===== src/hdl/ifu_cfg.svh =====
`ifndef IFU_CFG_SVH
`define IFU_CFG_SVH

// ************************************************************************
// fetch unit configuration
// ************************************************************************

// boot address
// the pc takes this value on reset
`define IFU_RESET_PC 32'h8000_0000

// number of cache lines, power of two
`define IC_SETS 16

// 32-bit words per line, power of two
// also the number of beats in one refill burst
`define IC_LINE_WORDS 4

`endif


===== src/hdl/ifu_pkg.sv =====
`default_nettype none

// pipeline-side types of the fetch unit
package ifu_pkg;

	// ************************************************************************
	// decode interface
	// ************************************************************************

	// one instruction handed to decode
	typedef struct packed {
		logic [31:0] pc;
		// raw instruction word from the cache
		logic [31:0] inst;
		// set for jal and backward branches
		logic        pred_taken;
	} fetch_out_t;

	// ************************************************************************
	// control strobes from later stages
	// ************************************************************************

	// mispredict or trap target, single cycle
	typedef struct packed {
		logic        valid;
		logic [31:0] target;
	} redirect_t;

	// drop one cache line after memory was rewritten
	typedef struct packed {
		logic        valid;
		// any byte address inside the line
		logic [31:0] addr;
	} inval_t;

endpackage

`default_nettype wire


===== src/hdl/mem_pkg.sv =====
`default_nettype none

// memory bus types, read channels only
package mem_pkg;

	// ************************************************************************
	// read address channel
	// ************************************************************************

	// one burst request
	typedef struct packed {
		// line aligned
		logic [31:0] addr;
		// beats minus one
		logic [7:0]  len;
	} mem_ar_t;

	// ************************************************************************
	// read data channel
	// ************************************************************************

	// one data beat of a burst
	typedef struct packed {
		logic [31:0] data;
		// final beat of the burst
		logic        last;
	} mem_r_t;

endpackage

`default_nettype wire


===== src/hdl/icache_tags.sv =====
`default_nettype none
`timescale 1ns/100ps

`include "ifu_cfg.svh"

// tag store of the direct-mapped instruction cache
module icache_tags (
	input  wire logic            clk,
	input  wire logic            rst,
	input  wire logic [31:0]     lookup_addr,
	input  wire logic            line_done,
	input  wire ifu_pkg::inval_t inval,
	output logic                 hit
);

	// byte offset inside a line, then set index, then tag
	localparam int OFF_W = $clog2(`IC_LINE_WORDS) + 2;
	localparam int IDX_W = $clog2(`IC_SETS);
	localparam int TAG_W = 32 - OFF_W - IDX_W;

	logic [TAG_W-1:0] tags [`IC_SETS];
	logic [`IC_SETS-1:0] valid;

	// lookup side fields
	logic [IDX_W-1:0] lk_idx;
	logic [TAG_W-1:0] lk_tag;
	// invalidate side fields
	logic [IDX_W-1:0] iv_idx;
	logic [TAG_W-1:0] iv_tag;
	logic             iv_match;

	assign lk_idx = lookup_addr[OFF_W +: IDX_W];
	assign lk_tag = lookup_addr[31 -: TAG_W];
	assign iv_idx = inval.addr[OFF_W +: IDX_W];
	assign iv_tag = inval.addr[31 -: TAG_W];

	// combinational hit compare
	assign hit = valid[lk_idx] && (tags[lk_idx] == lk_tag);

	// a fill landing in the same set this cycle is what the invalidate sees
	assign iv_match = (line_done && iv_idx == lk_idx) ? (iv_tag == lk_tag)
		: (tags[iv_idx] == iv_tag);

	// tag write on the last refill beat
	always_ff @(posedge clk) begin
		if (line_done) begin
			tags[lk_idx] <= lk_tag;
		end
	end

	// valid bits, invalidate applied after the fill
	always_ff @(posedge clk) begin
		if (rst) begin
			valid <= '0;
		end else begin
			if (line_done) begin
				valid[lk_idx] <= 1'b1;
			end
			if (inval.valid && iv_match) begin
				valid[iv_idx] <= 1'b0;
			end
		end
	end

endmodule

`default_nettype wire


===== src/hdl/icache_data.sv =====
`default_nettype none
`timescale 1ns/100ps

`include "ifu_cfg.svh"

// data store of the direct-mapped instruction cache
module icache_data (
	input  wire logic           clk,
	input  wire logic [31:0]    lookup_addr,
	input  wire logic           word_we,
	input  wire logic [31:0]    fill_index,
	input  wire mem_pkg::mem_r_t beat,
	output logic [31:0]         word
);

	// word offset inside a line, then set index
	localparam int WRD_W = $clog2(`IC_LINE_WORDS);
	localparam int IDX_W = $clog2(`IC_SETS);
	localparam int OFF_W = WRD_W + 2;

	// ************************************************************************
	// line array
	// ************************************************************************

	logic [31:0] lines [`IC_SETS][`IC_LINE_WORDS];

	// read port fields
	logic [IDX_W-1:0] rd_set;
	logic [WRD_W-1:0] rd_wrd;
	// fill port fields
	logic [IDX_W-1:0] wr_set;
	logic [WRD_W-1:0] wr_wrd;

	assign rd_set = lookup_addr[OFF_W +: IDX_W];
	assign rd_wrd = lookup_addr[2 +: WRD_W];
	assign wr_set = fill_index[OFF_W +: IDX_W];
	assign wr_wrd = fill_index[2 +: WRD_W];

	// one refill beat per write
	always_ff @(posedge clk) begin
		if (word_we) begin
			lines[wr_set][wr_wrd] <= beat.data;
		end
	end

	// ************************************************************************
	// word select
	// ************************************************************************

	// combinational read, valid only together with a tag hit
	assign word = lines[rd_set][rd_wrd];

endmodule

`default_nettype wire


===== src/hdl/fetch_ctrl.sv =====
`default_nettype none
`timescale 1ns/100ps

`include "ifu_cfg.svh"

// fetch controller
// pc, static prediction and refill bursts
module fetch_ctrl (
	input  wire logic               clk,
	input  wire logic               rst,

	// cache results
	input  wire logic               hit,
	input  wire logic [31:0]        word,

	// cache control
	output logic [31:0]             lookup_addr,
	output logic                    word_we,
	output logic [31:0]             fill_index,
	output logic                    line_done,

	// decode side
	output logic                    fetch_valid,
	input  wire logic               fetch_ready,
	output ifu_pkg::fetch_out_t     fetch,
	input  wire ifu_pkg::redirect_t redirect,

	// memory read address channel
	output logic                    ar_valid,
	input  wire logic               ar_ready,
	output mem_pkg::mem_ar_t        ar,

	// memory read data channel
	input  wire logic               r_valid,
	output logic                    r_ready,
	input  wire mem_pkg::mem_r_t    r
);

	localparam int CNT_W = $clog2(`IC_LINE_WORDS);
	// byte offset inside a line
	localparam int OFF_W = CNT_W + 2;

	typedef enum logic [1:0] {
		S_LOOKUP,
		S_REQUEST,
		S_RECEIVE
	} state_t;

	state_t state;
	state_t state_nxt;

	logic [31:0] pc;
	logic [31:0] pc_nxt;
	// line being refilled
	logic [31:0] line_addr;
	logic [CNT_W-1:0] beat_cnt;

	logic is_jal;
	logic is_branch;
	logic take;
	logic [31:0] imm_j;
	logic [31:0] imm_b;
	logic [31:0] target;
	logic [31:0] seq_pc;

	logic xfer;
	logic miss;
	logic ar_go;

	// ************************************************************************
	// predecode and static prediction
	// ************************************************************************

	assign is_jal = (word[6:0] == 7'b1101111);
	assign is_branch = (word[6:0] == 7'b1100011);

	// sign-extended J and B immediates
	assign imm_j = {{12{word[31]}}, word[19:12], word[20], word[30:21], 1'b0};
	assign imm_b = {{20{word[31]}}, word[7], word[30:25], word[11:8], 1'b0};

	// jal always taken and a branch only when its offset sign bit is set
	assign take = is_jal || (is_branch && word[31]);
	assign target = pc + (is_jal ? imm_j : imm_b);
	assign seq_pc = pc + 32'd4;

	// ************************************************************************
	// handshakes
	// ************************************************************************

	// lookup hit is offered unless a redirect kills it
	assign fetch_valid = (state == S_LOOKUP) && hit && !redirect.valid;
	assign xfer = fetch_valid && fetch_ready;
	assign miss = (state == S_LOOKUP) && !hit && !redirect.valid;

	assign fetch = '{pc: pc, inst: word, pred_taken: take};

	// burst request for the whole line
	assign ar_valid = (state == S_REQUEST);
	assign ar = '{addr: line_addr, len: 8'(`IC_LINE_WORDS - 1)};
	assign ar_go = ar_valid && ar_ready;

	// data ready held high for the whole refill
	assign r_ready = (state == S_RECEIVE);
	assign word_we = r_valid && r_ready;
	assign line_done = word_we && r.last;
	assign fill_index = {line_addr[31:OFF_W], beat_cnt, 2'b00};

	// stores see the pc or the refill line while filling
	assign lookup_addr = (state == S_LOOKUP) ? pc : line_addr;

	// ************************************************************************
	// next pc and next state
	// ************************************************************************

	always_comb begin
		// redirect beats both the prediction and a transfer
		if (redirect.valid) begin
			pc_nxt = redirect.target;
		end else if (xfer) begin
			pc_nxt = take ? target : seq_pc;
		end else begin
			pc_nxt = pc;
		end
	end

	always_comb begin
		state_nxt = state;
		case (state)
			S_LOOKUP: begin
				if (miss) begin
					state_nxt = S_REQUEST;
				end
			end
			S_REQUEST: begin
				if (ar_go) begin
					state_nxt = S_RECEIVE;
				end
			end
			S_RECEIVE: begin
				// burst always runs to its last beat
				if (line_done) begin
					state_nxt = S_LOOKUP;
				end
			end
			default: begin
				state_nxt = S_LOOKUP;
			end
		endcase
	end

	// ************************************************************************
	// registers
	// ************************************************************************

	always_ff @(posedge clk) begin
		if (rst) begin
			state <= S_LOOKUP;
			pc <= `IFU_RESET_PC;
			beat_cnt <= '0;
		end else begin
			state <= state_nxt;
			pc <= pc_nxt;
			// beat count restarts with each burst
			if (ar_go) begin
				beat_cnt <= '0;
			end else if (word_we) begin
				beat_cnt <= beat_cnt + CNT_W'(1);
			end
		end
	end

	// latch the missing line
	always_ff @(posedge clk) begin
		if (miss) begin
			line_addr <= {pc[31:OFF_W], {OFF_W{1'b0}}};
		end
	end

endmodule

`default_nettype wire


===== src/hdl/ifu_top.sv =====
`default_nettype none
`timescale 1ns/100ps

// instruction fetch unit
// tag store and data store side by side, joined by the controller
module ifu_top (
	input  wire logic               clk,
	input  wire logic               rst,

	// decode side
	output logic                    fetch_valid,
	input  wire logic               fetch_ready,
	output ifu_pkg::fetch_out_t     fetch,

	// strobes from later stages
	input  wire ifu_pkg::redirect_t redirect,
	input  wire ifu_pkg::inval_t    inval,

	// memory read bus
	output logic                    ar_valid,
	input  wire logic               ar_ready,
	output mem_pkg::mem_ar_t        ar,
	input  wire logic               r_valid,
	output logic                    r_ready,
	input  wire mem_pkg::mem_r_t    r
);

	// lookup and fill wires between the blocks
	logic [31:0] lookup_addr;
	logic        hit;
	logic [31:0] word;
	logic        word_we;
	logic [31:0] fill_index;
	logic        line_done;

	// valid bits and tags
	icache_tags u_tags (
		.clk         (clk),
		.rst         (rst),
		.lookup_addr (lookup_addr),
		.line_done   (line_done),
		.inval       (inval),
		.hit         (hit)
	);

	// line data, refilled straight from the bus beat
	icache_data u_data (
		.clk         (clk),
		.lookup_addr (lookup_addr),
		.word_we     (word_we),
		.fill_index  (fill_index),
		.beat        (r),
		.word        (word)
	);

	// pc, prediction and refill
	fetch_ctrl u_ctrl (
		.clk         (clk),
		.rst         (rst),
		.hit         (hit),
		.word        (word),
		.lookup_addr (lookup_addr),
		.word_we     (word_we),
		.fill_index  (fill_index),
		.line_done   (line_done),
		.fetch_valid (fetch_valid),
		.fetch_ready (fetch_ready),
		.fetch       (fetch),
		.redirect    (redirect),
		.ar_valid    (ar_valid),
		.ar_ready    (ar_ready),
		.ar          (ar),
		.r_valid     (r_valid),
		.r_ready     (r_ready),
		.r           (r)
	);

endmodule

`default_nettype wire


===== config.mk =====
export PLATFORM = sky130hd
export DESIGN_NAME = ifu_top
export DESIGN_NICKNAME = d
export VERILOG_FILES = /design/src/hdl/ifu_pkg.sv /design/src/hdl/mem_pkg.sv /design/src/hdl/icache_tags.sv /design/src/hdl/icache_data.sv /design/src/hdl/fetch_ctrl.sv /design/src/hdl/ifu_top.sv
export VERILOG_INCLUDE_DIRS = /design/src /design/src/hdl
export SDC_FILE = /design/constraint.sdc
export NUM_CORES = 2
export LEC_CHECK = 0
export ABC_AREA = 1
export BUFFER_PORTS_ARGS = -buffer_cell sky130_fd_sc_hd__buf_2
export CELL_PAD_IN_SITES_DETAIL_PLACEMENT = 0
export CELL_PAD_IN_SITES_GLOBAL_PLACEMENT = 1
export CORE_ASPECT_RATIO = 0.5
export CORE_MARGIN = 5
export CORE_UTILIZATION = 37
export CTS_BUF_LIST = sky130_fd_sc_hd__clkbuf_16
export CTS_CLUSTER_DIAMETER = 40
export DETAILED_ROUTE_END_ITERATION = 10
export GPL_TIMING_DRIVEN = 0
export PLACE_DENSITY = 0.62
export SETUP_SLACK_MARGIN = 0.05
export SYNTH_ARGS = -nofsm -noshare
export SYNTH_HDL_FRONTEND = slang
export SYNTH_HIERARCHICAL = 1
export SYNTH_SLANG_ARGS = --single-unit

===== constraint.sdc =====
create_clock -name clk -period 9.42 [get_ports clk]
set_clock_uncertainty 0.1 [all_clocks]
set_input_delay 0.942 -clock clk [delete_from_list [all_inputs] [get_ports clk]]
set_output_delay 0.942 -clock clk [all_outputs]
set_load 0.005 [all_outputs]

==> impl_metrics.ini <==
[run_status]
outcome = complete, but fails checks
violations = max-capacitance violations, max-slew violations

[clock_network]
post-cts-setup-buffers = 0
numCtsBuffers = 288
clk_pin_slew_ps = 60
cts_tree = done
cts_max_path_buffers = 4
root_buffer = clkbuf_16
worst_skew_pair.late_latency_ps = 910
htreeDepth = 5
numClockSinks = 2512

[placement]
placed_cell_area_mm2 = 0.120
dp_hpwl_um = 351000
place_ws_ps = 1030
gp_congestion = 0.941
portBuffers = 192

[grt]
grt_pass1_vias = 78400
grt_usage_pct = 31.5
grt_pass1_wl_um = 671000
grt_max_degree = 65
grt_overflow = 0
grt_antenna_before_repair = 39

[sta]
slew_violations = 22
setup_violations = 0
rsz0062_at_grt = false
finalCritPeriodShare_pct = 92.9
fin_crit_ps = 8760
worst_pin_slew_ps = 1560
hold_viol_final = 0
timing.fmax_ghz = 0.114
fin_ws_ps = 665
max-slew-margin-rel_pct = -3.85

[detailed_routing]
routed_wl_um = 502000
drtIter0Drc = 13900
wire_per_inst_um = 33.1
routed_via_density = 5.79
ant_nets = 0
drc = 0
firstDrtPassIters = 6
num_vias = 87800

[final_layout]
final_util_pct = 43.8
final_nets = 11100
syn2layout_area_growth_pct = 18.0
finalInstanceArea_mm2 = 0.129
multi_input_area_mm2 = 0.0309
layout-drive-gt1-share_pct = 12.7
ff_latch_area_mm2 = 0.0749
fillCellCount = 27800

[critical_path]
crit_arrival_ps = 7710
critPathMaxStageDelay_ps = 1110
slowest_stage = clkbuf_1
setup.worst_path.start_class = flip-flop
r2r-start = u_ctrl/state[1]
crit_chain = nor2_2, inv_1, clkbuf_1, o21ai_1, buf_2, inv_1, buf_2, clkbuf_1, nand3_1, nand3_1, nand3_1, nand2_1, nand2_1, nand2_2, inv_1, nor3_1, nand3_1, nand2_4, buf_2, buf_4, buf_2
cp-end-kind = output port
critical_path.max_fanout = 14
r2r_setup_slack_ps = 690
required_ps = 8380
crit_path_start = u_ctrl/state[1]
path_class = flip-flop to output port

[pwr]
ir_drop_uv = 148
cellPowerDensity_mw_per_mm2 = 221
p_leak_nw = 48.3
power_mw = 28.7

[synth]
syn_avg_cell_area_um2 = 10.6
syn_area_mm2 = 0.110
synthCells = 10300
ys_warn_count = 6

[floorplan]
io_pins = 212
fp.dieH_um = 395
die-area_mm2 = 0.308
fp.dieW_um = 780
start_util_pct = 37.2
floorplan.rows = 141
core_area_mm2 = 0.295

[hold_path]
hp-class = input port to flip-flop
min_from = r[28]

[run]
maxCapViolCount = 2
[metal layers]
layer,GRT usage [%],wire length [µm]
met4,12.0,22700
met1,44.3,203000
met5,0,73
met3,7.88,61200
met2,46.9,215000
[final cells by class]
class | instances | share of cell area, %
Tap cell | 3932 | 3.80
Clock buffer | 296 | 5.72
Sequential cell | 2512 | 57.9
Antenna cell | 16 | 0.0309
Buffer | 664 | 2.70
Inverter | 313 | 0.913
Multi-Input combinational cell | 6844 | 23.9
Clock inverter | 209 | 1.38
Timing Repair Buffer | 375 | 3.75
[flip-flops by register name, indices dropped and copies added (netlist names)]
signal            count
u_ctrl/state          2
u_ctrl/beat_cnt       2
u_ctrl/line_addr     28
u_tags/tags         384
u_tags/valid         16
u_ctrl/pc            32
u_data/lines       2048
[report_power, final]
part / internal, mW / switching, mW / total, mW
registers: 12.3 / 0.0548 / 12.4
clock network: 6.30 / 4.89 / 11.2
logic: 1.19 / 3.91 / 5.10
total: 19.8 / 8.86 / 28.7
[through the flow]
| step | TNS [ps] | hold WS [ps] | instances |
|---|---|---|---|
| 2_1_floorplan | 0 | 340 | 10300 |
| 3_3_place_gp | -28160 | 333 | 14500 |
| 3_5_place_dp | 0 | 343 | 14600 |
| 4_1_cts | 0 | 165 | 15100 |
| 5_1_grt | 0 | 177 | 15100 |
| 6_report | 0 | 220 | 15200 |
[critical path, delay by kind of cell (launching register included)]
kind                   cells  cell delay (ps)
flip-flops                 1              380
AND/OR/NAND/NOR           10             2000
buffers and inverters     10             4100
AO/OA/AOI/OAI              1              350
[path summary, 6_finish.rpt]
check                         endpoint  cells past startpoint
setup / recovery              fetch[0]                     21
hold / removal    u_data/lines[14][91]                      1
setup reg to reg         u_ctrl/pc[17]                     29
hold reg to reg           u_ctrl/pc[0]                      2
[timing repair]
action | 4_1_cts | 5_1_grt
setup endpoints to repair | 0 | 1
hold buffers | 0 | 0
gates resized for setup | 0 | 3
[cells in the final DEF (no fill, tap or decap), types with 24 or more instances in the layout]
cell,count
nand2_1,3719
edfxtp_1,2460
nand3_1,2261
buf_2,467
inv_1,334
clkbuf_16,296
nor2_1,221
buf_4,161
clkbuf_1,153
buf_12,111
a22oi_1,102
o21ai_0,97
nor2_4,85
a21oi_1,84
buf_1,59
dfxtp_1,52
buf_16,48
clkinv_1,36
ha_1,34
clkinv_2,32
o211ai_1,32
clkinvlp_4,28
inv_6,25
buf_6,24
Note: power is estimated with default switching activity, not from simulation.
